<file path="src/logic/vtKey_cfg.svh">
`ifndef VTKEY_CFG_SVH
`define VTKEY_CFG_SVH

// PS/2 set-2 scancode, one byte after the E0/F0 prefixes are stripped
`define VT_SCANCODE_W 8

// Longest VT100 sequence the translator emits
// Ctrl+arrow needs six, one spare slot keeps the 56-bit content word
`define VT_MAX_SEQ 7

// Wide enough to hold VT_MAX_SEQ
`define VT_LEN_W 3

// Lead byte of every cursor and editing key sequence
`define VT_ESC 8'h1B

`endif

</file>
<file path="src/logic/vtKeyPkg.sv">
`include "vtKey_cfg.svh"

package vtKeyPkg;

    // One decoded key press from the PS/2 front end
    typedef struct packed {
        logic [`VT_SCANCODE_W-1:0] scancode;
        logic                      extended;   // E0-prefixed key
        logic                      shift;      // Either shift held
        logic                      ctrl;       // Either ctrl held
    } keyEvent_t;

    // Translated byte sequence, left aligned
    typedef struct packed {
        logic [`VT_LEN_W-1:0]        length;   // Zero when unmapped
        logic [0:`VT_MAX_SEQ-1][7:0] bytes;    // Byte 0 goes out first
    } keySeq_t;

endpackage

</file>
<file path="src/logic/keyTranslator.sv">
`include "vtKey_cfg.svh"

module keyTranslator (
    input  vtKeyPkg::keyEvent_t key,
    output vtKeyPkg::keySeq_t   seq
);

    logic [8:0] plain;       // {valid, char} unshifted
    logic [8:0] shifted;     // {valid, char} shifted digits and punctuation
    logic [8:0] ctrlChar;    // {valid, char} under ctrl
    logic [8:0] single;      // Final one-byte result
    logic [8:0] cursor;      // {valid, final byte} of ESC [ x keys
    logic [8:0] edit;        // {valid, digit} of ESC [ d ~ keys
    logic       isLetter;
    logic       ctrlArrow;

    always_comb begin
        unique case (key.scancode)
            8'h45: plain = {1'b1, 8'h30};   // 0
            8'h16: plain = {1'b1, 8'h31};
            8'h1E: plain = {1'b1, 8'h32};
            8'h26: plain = {1'b1, 8'h33};
            8'h25: plain = {1'b1, 8'h34};
            8'h2E: plain = {1'b1, 8'h35};
            8'h36: plain = {1'b1, 8'h36};
            8'h3D: plain = {1'b1, 8'h37};
            8'h3E: plain = {1'b1, 8'h38};
            8'h46: plain = {1'b1, 8'h39};   // 9
            8'h1C: plain = {1'b1, 8'h61};   // a
            8'h32: plain = {1'b1, 8'h62};
            8'h21: plain = {1'b1, 8'h63};
            8'h23: plain = {1'b1, 8'h64};
            8'h24: plain = {1'b1, 8'h65};
            8'h2B: plain = {1'b1, 8'h66};
            8'h34: plain = {1'b1, 8'h67};
            8'h33: plain = {1'b1, 8'h68};
            8'h43: plain = {1'b1, 8'h69};
            8'h3B: plain = {1'b1, 8'h6A};
            8'h42: plain = {1'b1, 8'h6B};
            8'h4B: plain = {1'b1, 8'h6C};
            8'h3A: plain = {1'b1, 8'h6D};
            8'h31: plain = {1'b1, 8'h6E};
            8'h44: plain = {1'b1, 8'h6F};
            8'h4D: plain = {1'b1, 8'h70};
            8'h15: plain = {1'b1, 8'h71};
            8'h2D: plain = {1'b1, 8'h72};
            8'h1B: plain = {1'b1, 8'h73};
            8'h2C: plain = {1'b1, 8'h74};
            8'h3C: plain = {1'b1, 8'h75};
            8'h2A: plain = {1'b1, 8'h76};
            8'h1D: plain = {1'b1, 8'h77};
            8'h22: plain = {1'b1, 8'h78};
            8'h35: plain = {1'b1, 8'h79};
            8'h1A: plain = {1'b1, 8'h7A};   // z
            8'h0E: plain = {1'b1, 8'h60};   // Backquote
            8'h4E: plain = {1'b1, 8'h2D};   // -
            8'h55: plain = {1'b1, 8'h3D};   // =
            8'h54: plain = {1'b1, 8'h5B};   // [
            8'h5B: plain = {1'b1, 8'h5D};   // ]
            8'h5D: plain = {1'b1, 8'h5C};   // Backslash
            8'h4C: plain = {1'b1, 8'h3B};   // ;
            8'h52: plain = {1'b1, 8'h27};   // Quote
            8'h41: plain = {1'b1, 8'h2C};   // ,
            8'h49: plain = {1'b1, 8'h2E};   // .
            8'h4A: plain = {1'b1, 8'h2F};   // /
            8'h29: plain = {1'b1, 8'h20};   // Space
            8'h5A: plain = {1'b1, 8'h0D};   // Enter
            8'h66: plain = {1'b1, 8'h08};   // Backspace
            8'h0D: plain = {1'b1, 8'h09};   // Tab
            8'h76: plain = {1'b1, `VT_ESC};
            default: plain = '0;
        endcase
    end

    // Letters are handled by clearing bit 5, so only the rest is tabled
    always_comb begin
        unique case (key.scancode)
            8'h45: shifted = {1'b1, 8'h29};   // )
            8'h16: shifted = {1'b1, 8'h21};   // !
            8'h1E: shifted = {1'b1, 8'h40};   // @
            8'h26: shifted = {1'b1, 8'h23};   // #
            8'h25: shifted = {1'b1, 8'h24};   // $
            8'h2E: shifted = {1'b1, 8'h25};   // %
            8'h36: shifted = {1'b1, 8'h5E};   // ^
            8'h3D: shifted = {1'b1, 8'h26};   // &
            8'h3E: shifted = {1'b1, 8'h2A};   // *
            8'h46: shifted = {1'b1, 8'h28};   // (
            8'h0E: shifted = {1'b1, 8'h7E};   // ~
            8'h4E: shifted = {1'b1, 8'h5F};   // _
            8'h55: shifted = {1'b1, 8'h2B};   // +
            8'h54: shifted = {1'b1, 8'h7B};   // {
            8'h5B: shifted = {1'b1, 8'h7D};   // }
            8'h5D: shifted = {1'b1, 8'h7C};   // |
            8'h4C: shifted = {1'b1, 8'h3A};   // :
            8'h52: shifted = {1'b1, 8'h22};   // Double quote
            8'h41: shifted = {1'b1, 8'h3C};   // <
            8'h49: shifted = {1'b1, 8'h3E};   // >
            8'h4A: shifted = {1'b1, 8'h3F};   // ?
            8'h29, 8'h5A, 8'h66, 8'h0D: shifted = plain;   // Whitespace unchanged
            default: shifted = '0;
        endcase
    end

    assign isLetter = plain[8] && (plain[7:0] >= 8'h61) && (plain[7:0] <= 8'h7A);

    // Control code is the low five bits of the unshifted char
    always_comb begin
        unique case (key.scancode)
            8'h29: ctrlChar = {1'b1, 8'h00};   // NUL
            8'h0E: ctrlChar = {1'b1, 8'h1E};
            8'h4A: ctrlChar = {1'b1, 8'h1F};
            8'h54, 8'h5B, 8'h5D: ctrlChar = {1'b1, 3'b000, plain[4:0]};
            default: ctrlChar = {isLetter, 3'b000, plain[4:0]};
        endcase
    end

    always_comb begin
        if (key.ctrl)
            single = ctrlChar;
        else if (key.shift && isLetter)
            single = {1'b1, plain[7:6], 1'b0, plain[4:0]};
        else if (key.shift)
            single = shifted;
        else
            single = plain;
    end

    always_comb begin
        unique case (key.scancode)
            8'h75: cursor = {1'b1, 8'h41};   // Up
            8'h72: cursor = {1'b1, 8'h42};   // Down
            8'h74: cursor = {1'b1, 8'h43};   // Right
            8'h6B: cursor = {1'b1, 8'h44};   // Left
            8'h6C: cursor = {1'b1, 8'h48};   // Home
            8'h69: cursor = {1'b1, 8'h46};   // End
            default: cursor = '0;
        endcase
    end

    always_comb begin
        unique case (key.scancode)
            8'h70: edit = {1'b1, 8'h32};   // Insert
            8'h71: edit = {1'b1, 8'h33};   // Delete
            8'h7D: edit = {1'b1, 8'h35};   // Page up
            8'h7A: edit = {1'b1, 8'h36};   // Page down
            default: edit = '0;
        endcase
    end

    // Home and End have no ctrl form
    assign ctrlArrow = cursor[8] && (cursor[7:0] <= 8'h44);

    always_comb begin
        seq = '0;
        if (!key.extended) begin
            if (single[8]) begin
                seq.length   = 3'd1;
                seq.bytes[0] = single[7:0];
            end
        end else if (key.ctrl && !key.shift) begin
            if (ctrlArrow) begin
                seq.length      = 3'd6;
                seq.bytes[0:5]  = {`VT_ESC, 8'h5B, 8'h31, 8'h3B, 8'h35, cursor[7:0]};  // ESC [1;5x
            end
        end else if (!key.shift) begin
            if (cursor[8]) begin
                seq.length     = 3'd3;
                seq.bytes[0:2] = {`VT_ESC, 8'h5B, cursor[7:0]};
            end else if (edit[8]) begin
                seq.length     = 3'd4;
                seq.bytes[0:3] = {`VT_ESC, 8'h5B, edit[7:0], 8'h7E};
            end
        end
    end

endmodule

</file>
<file path="src/logic/sequenceBuffer.sv">
`include "vtKey_cfg.svh"

module sequenceBuffer (
    input  logic              clk,
    input  logic              reset,
    input  logic              load,
    input  logic              shift,
    input  vtKeyPkg::keySeq_t seq,
    output logic [7:0]        txByte
);

    logic [0:`VT_MAX_SEQ-1][7:0] bytes;   // Front byte at index 0

    always_ff @(posedge clk) begin
        if (reset) begin
            bytes <= '0;
        end else if (load) begin
            bytes <= seq.bytes;
        end else if (shift) begin
            bytes <= {bytes[1:`VT_MAX_SEQ-1], 8'h00};   // Next byte to the front
        end
    end

    assign txByte = bytes[0];

endmodule

</file>
<file path="src/logic/byteCounter.sv">
`include "vtKey_cfg.svh"

module byteCounter (
    input  logic                 clk,
    input  logic                 reset,
    input  logic                 load,
    input  logic                 shift,
    input  logic [`VT_LEN_W-1:0] length,
    output logic                 lastByte
);

    logic [`VT_LEN_W-1:0] remaining;   // Bytes not yet sent

    always_ff @(posedge clk) begin
        if (reset) begin
            remaining <= '0;
        end else if (load) begin
            remaining <= length;
        end else if (shift && (remaining != '0)) begin
            remaining <= remaining - 1'b1;
        end
    end

    assign lastByte = (remaining == `VT_LEN_W'(1));

endmodule

</file>
<file path="src/logic/keySequencer.sv">
module keySequencer (
    input  logic clk,
    input  logic reset,
    input  logic keyValid,
    input  logic mapped,
    input  logic txReady,
    input  logic lastByte,
    output logic keyReady,
    output logic txValid,
    output logic load,
    output logic shift
);

    typedef enum logic {
        idle,
        send
    } state_t;

    state_t state;
    state_t stateNext;

    assign keyReady = (state == idle);
    assign txValid  = (state == send);

    // Unmapped events are taken without leaving idle
    assign load  = keyReady && keyValid && mapped;
    assign shift = txValid && txReady;

    always_comb begin
        stateNext = state;
        unique case (state)
            idle: begin
                if (load)
                    stateNext = send;
            end
            send: begin
                if (shift && lastByte)
                    stateNext = idle;   // Last byte leaves this edge
            end
        endcase
    end

    always_ff @(posedge clk) begin
        if (reset) begin
            state <= idle;
        end else begin
            state <= stateNext;
        end
    end

endmodule

</file>
<file path="src/logic/vtKeyboard.sv">
module vtKeyboard (
    input  logic                clk,
    input  logic                reset,
    input  vtKeyPkg::keyEvent_t key,
    input  logic                keyValid,
    output logic                keyReady,
    output logic [7:0]          txByte,
    output logic                txValid,
    input  logic                txReady
);

    vtKeyPkg::keySeq_t seq;
    logic              mapped;
    logic              load;
    logic              shift;
    logic              lastByte;

    assign mapped = (seq.length != '0);

    keyTranslator translator_i (
        .key (key),
        .seq (seq)
    );

    sequenceBuffer buffer_i (
        .clk    (clk),
        .reset  (reset),
        .load   (load),
        .shift  (shift),
        .seq    (seq),
        .txByte (txByte)
    );

    byteCounter counter_i (
        .clk      (clk),
        .reset    (reset),
        .load     (load),
        .shift    (shift),
        .length   (seq.length),
        .lastByte (lastByte)
    );

    keySequencer sequencer_i (
        .clk      (clk),
        .reset    (reset),
        .keyValid (keyValid),
        .mapped   (mapped),
        .txReady  (txReady),
        .lastByte (lastByte),
        .keyReady (keyReady),
        .txValid  (txValid),
        .load     (load),
        .shift    (shift)
    );

endmodule

</file>
<file path="config.mk">
export PLATFORM = sky130hd
export DESIGN_NAME = vtKeyboard
export DESIGN_NICKNAME = d
export VERILOG_FILES = /design/src/logic/vtKeyPkg.sv /design/src/logic/keyTranslator.sv /design/src/logic/sequenceBuffer.sv /design/src/logic/byteCounter.sv /design/src/logic/keySequencer.sv /design/src/logic/vtKeyboard.sv
export VERILOG_INCLUDE_DIRS = /design/src /design/src/logic
export SDC_FILE = /design/constraint.sdc
export NUM_CORES = 1
export LEC_CHECK = 0
export ABC_AREA = 1
export ABC_CLOCK_PERIOD_IN_PS = 3200
export BUFFER_PORTS_ARGS = -buffer_cell sky130_fd_sc_hd__buf_4
export CAP_MARGIN = 30
export CORE_MARGIN = 2
export CORE_UTILIZATION = 30
export DETAILED_ROUTE_END_ITERATION = 8
export PLACE_DENSITY = 0.54
export RECOVER_POWER = 100
export SYNTH_ARGS = -nofsm -noshare
export SYNTH_HDL_FRONTEND = slang
export SYNTH_HIERARCHICAL = 1
export SYNTH_SLANG_ARGS = --single-unit
</file>
<file path="constraint.sdc">
create_clock -name clk -period 3.2 [get_ports clk]
set_input_delay 0.16 -clock clk [delete_from_list [all_inputs] [get_ports clk]]
set_output_delay 0.16 -clock clk [all_outputs]
set_load 0.1 [all_outputs]
</file>
Word-level counts from Yosys, hierarchy flattened. Memory sizes are Yosys's and may differ from the RTL's. Cells that the tools add are included.

Bits in registers: 52. Memory bits (read-only): 1024. Input port bits: 15. Output and inout bits: 10. Logic and storage cells: 92. Memories kept: 1.

Memory list: (name not given) (words 128, bits a word 8, rd ports 1, clocked after Yosys merged registers in 0, write ports 0, RTL line keyTranslator.sv:18) `unique case (key.scancode)`.

Add/subtract/negate cells: 1. $lt $le $gt $ge: 3. Equal/unequal tests: 36. Multiplexer cells: 25. Bitwise logic cells: 1. Reductions and logical operators: 17.

Operators with widths (count): 9-bit case mux with 22 select lines (1); 8-bit by 7-bit equality test with 1-bit output, second input constant (24); 56-bit two-way mux (2); 35-bit two-way mux (3); 9-bit case mux with 4 select lines (2); 8-bit by 6-bit equality test with 1-bit output, second input constant (7); 9-bit case mux with 6 select lines (1); 51-bit two-way mux (1); 9-bit two-way mux (5); 40-bit two-way mux (1); 27-bit two-way mux (1); 8-bit by 4-bit equality test with 1-bit output, second input constant (2); 8-bit by 5-bit equality test with 1-bit output, second input constant (2); 8-bit by 7-bit <= comparator with 1-bit output, second input constant (2); 16-bit two-way mux (1); 11-bit two-way mux (1); 1-bit logical AND (10); 8-bit by 7-bit >= comparator with 1-bit output, second input constant (1); 8-bit two-way mux (1); 3-bit two-way mux (2); 3-bit nonzero test (2); 2-bit nonzero test (2); 4-bit OR reduction (1); 3-bit by 1-bit equality test with 1-bit output, second input constant (1); 6 further kinds (7).

Longest topological paths before layout. An unclocked memory read counts as a cell.

Word-level depth: 14. Gate-level depth with buffers: 32. Depth with buffers taken out: 30.

Cells and area by module. Netlist, hierarchy kept.

Modules (own cells, without submodules): sequenceBuffer (times used 1, cells each 409, area an instance 2662.6 um^2, seq. area each 1121.1 um^2); keyTranslator (times used 1, cells each 459, area an instance 2303.5 um^2, seq. area each 0.0 um^2); byteCounter (times used 1, cells each 34, area an instance 231.5 um^2, seq. area each 60.1 um^2); keySequencer (times used 1, cells each 12, area an instance 61.3 um^2, seq. area each 20.0 um^2); vtKeyboard (times used 1, cells each 3, area an instance 11.3 um^2, seq. area each 0.0 um^2).

Least setup slack after synthesis. No wires, ideal clock.

Kind: input port to flip-flop. Start point: input key[4] (netlist name). End point: register buffer_i/bytes[20] (netlist name). Setup time: 0.110 ns. Arrival: 2.998 ns. Data required time: 3.090 ns. Slack: 0.092 ns. Cell stages on the path: 29. Buffers on the path: 2. Cells stage by stage: inv_1 ha_1 nand2_2 nor2_2 inv_2 nand3_1 o2111ai_1 nand2_1 nand2_1 nor2_1 nand3_2 nand2_1 nand2_1 nand2_1 nand2_2 nand2_2 inv_2 nand2_1 nor2_1 nand2_1 nand2_1 nor2_1 inv_2 buf_2 buf_4 nand3_1 nand3_1 nand2_1 inv_1.

RTL lines: start, declared (RTL line vtKeyboard.sv:4) `input vtKeyPkg::keyEvent_t key,`; end signal, assigned (RTL line sequenceBuffer.sv:18) `bytes <= seq.bytes;`; end signal, assigned (RTL line sequenceBuffer.sv:20) `` bytes <= {bytes[1:`VT_MAX_SEQ-1], 8'h00}; ``; end, declared (RTL line sequenceBuffer.sv:12) `` logic [0:`VT_MAX_SEQ-1][7:0] bytes; ``.

==> run summary <==
Critical Path RT = 3.41 ns
Wire per inst = 13.1 µm
Post-synth EDFFs = 0
Largest net degree at the start of global routing = 46
Clk_lat worst skew = 0.33 ns
Cells on Worst Hold Path = 4
# DRC = 0
Seq/Total Area, Yosys = 22.8%
Critical path type = primary input to flop
Sink Count = 60
Root Driver = clkbuf_16
Non-Filler Cell Area, Final = 6320 µm²
Reg2Reg Setup Slack = 1.15 ns
Vias in the first global route = 5055
Effective utilization at floorplan = 30.6%
Critical Path End Type = flop
Int Power = 1.42 mW
Setup Skew = 0.00715 ns
Mapped Area = 5270 µm²
Clock-pin slew on the worst setup and hold paths = 0.05 ns
Clock share of power = 41.9%
Critical-path maximum fanout = 6
Netlist cell types = 42
Share of total power in sequential cells = 37.9%
Clk buf depth = 2
Filler instances = 1940
Hold Path End = sequencer_i/txValid
VDD IR-drop max = 232 µV
Mapped Avg Cell Area = 5.75 µm²
Synth top cells by count = nand2_1, nand3_1, inv_1, nor2_1, dfxtp_1
Grt total ovfl = 0
Reg-to-Reg Start = sequencer_i/txValid
Fin nets = 993
Critical Path Start Type = primary input
Sw Pwr = 0.587 mW
Area Overhead vs Synth = 20.0%
Layout cells sized above 1 = 19.4%
Synth top area cells = nand2_1, dfxtp_1, nand3_1
Fmax = 0.333 GHz
Yosys warns = 6
Most used cell, CP = nand2_1
Num rows = 48
# diodes = 0
Syn Inst Count = 917
CP max-delay cell = ha_4
Placed cell areas = 5800 µm²
Final hold vios = 0
Gpl congestion = 0.936
Final worst path period share = 93.9%
Worst Path Arrival = 3.22 ns
Ys flop type = dfxtp_1
Synth top area share = 23.2%
First-pass iteration count of the detailed router = 5
Leakage power = 3.39 nW
Post-synth ARST share = 0%
Final ANT Viol Nets = 0
Dpl hpwl = 11.4 mm
P per Cell Area = 318 nW/µm²
Cell taking the most area after synthesis = nand2_1
Reg2reg path depth = 9
Max Cap Viol = 0
Die Wd = 137 µm
Logic pwr share = 20.3%
Status = finished, final reports clean
Core box area = 17200 µm²
I/O pins = 25
Worst reg2reg path endpoint = buffer_i/bytes[28]
Port Buffers = 24
Worst Hold Launch = txReady
Hold-fix buffers, CTS = 0
Initial antenna violation count = 0
TritonCTS clock tree = built
First-pass GRT wire length = 25.1 mm
Final-report max-slew violation count = 0
Initial detailed-routing violation count = 345
Slowest stage delay, CP = 0.21 ns
Drt total wl = 15.7 mm
Most numerous cell in the Yosys netlist = nand2_1
Hold Path Class = primary input to flop
Synth Register Bits = 60
Min Tclk post-route = 3.00 ns
Total power = 2.01 mW
RSZ-0062 raised after global routing = yes
Total CTS buffers = 9
H-tree lvl count = 3
Die Span Y = 137 µm
Routed vias/inst = 4.67
Slew margin rel. = 22.5%
Die area = 18600 µm²
Vias = 5584
Total track usage = 16.7%
Net Sw Frac = 29.2%
Setup Viol. Count Final = 0
Slew at the pin with the worst max-slew slack = 1.17 ns
## layout make-up
class / count / area [µm²] / share of cell area [%]
repair buffers: 100 / 867 / 13.7
inverters: 123 / 465 / 7.36
flip-flops and latches: 60 / 1200 / 19.0
clock inverters: 3 / 15.0 / 0.237
multi-input cells: 673 / 3260 / 51.5
clock buffers: 12 / 236 / 3.74
well taps: 225 / 282 / 4.45
## power groups by stage
| stage | Sequential [mW] | Combinational [mW] | Clock [mW] |
|---|---|---|---|
| floorplan | 0.778 | 0.256 | 0 |
| global placement | 0.776 | 0.369 | 0 |
| detailed placement | 0.776 | 0.363 | 0 |
| CTS | 0.761 | 0.364 | 0.868 |
| global route | 0.761 | 0.451 | 0.897 |
| finish | 0.761 | 0.407 | 0.841 |
## metal layers
layer	track usage [%]	part of all wire, %
met2	25.9	45
met1	24.3	50
met4	4.05	1.8
met5	0	0
met3	2.07	3.8
## registers in the layout (all words and copies together), names as in the netlist
signal               cells
buffer_i/bytes          48
buffer_i/txByte          8
counter_i/remaining      3
sequencer_i/txValid      1
## critical path, delay by kind of cell
| kind | cells | cell delay (ns) |
|---|---|---|
| buffers and inverters | 9 | 1.01 |
| AO/OA/AOI/OAI | 1 | 0.15 |
| adder cells (fa/ha/maj) | 1 | 0.21 |
| AND/OR/NAND/NOR | 22 | 1.67 |
## through the flow
stage / util, % / instances / hold slack (ns) / worst slack, ns / setup TNS [ns]
4_1_cts: 35.1 / 1187 / 0.143 / 0.215 / 0
6_report: 36.7 / 1196 / 0.149 / 0.197 / 0
3_5_place_dp: 33.6 / 1172 / 0.455 / -0.107 / -2.90
5_1_grt: 36.7 / 1196 / 0.167 / -0.0716 / -1.16
2_1_floorplan: - / 938 / 0.229 / 0.0923 / 0
3_3_place_gp: 33.6 / 1172 / 0.452 / -0.0622 / -1.02
## logic make-up after synthesis
logic type,Yosys count,share of synthesized area (%)
flip-flops,60,22.8
other,1,0.0712
AO/OA/AOI/OAI,67,7.12
adder cells (fa/ha/maj),11,2.61
AND/OR/NAND/NOR,573,47.6
buffers and inverters,205,19.8
## worst max-delay path by stage
stage,start,end,slack [ns],depth (start not counted)
floorplan,key[4],buffer_i/bytes[20],0.09,29
detailed placement,key[3],buffer_i/bytes[32],-0.11,32
finish,key[3],buffer_i/bytes[28],0.20,33
global route,key[3],buffer_i/txByte[4],-0.07,33
CTS,key[3],buffer_i/bytes[15],0.21,32
global placement,key[3],buffer_i/bytes[42],-0.06,32
## what timing repair did
item | CTS | global route
setup buffers | 0 | 4
endpoints found under the setup margin | 0 | 59
resized for setup | 0 | 45
## cells in the final DEF (no fill, tap or decap), types with 5 or more instances in the layout
cell type	count
nand2_4	5
clkbuf_1	11
nand3_1	137
nor2_1	56
o21ai_0	15
nand2_2	21
nor2_2	9
ha_1	8
dfxtp_1	60
nor3_1	10
inv_1	95
conb_1	22
nand2_1	311
buf_4	79
clkbuf_16	12
inv_2	26
o21ai_1	6
a21oi_1	30
buf_12	6
Note: power is estimated with default switching activity, not from simulation.
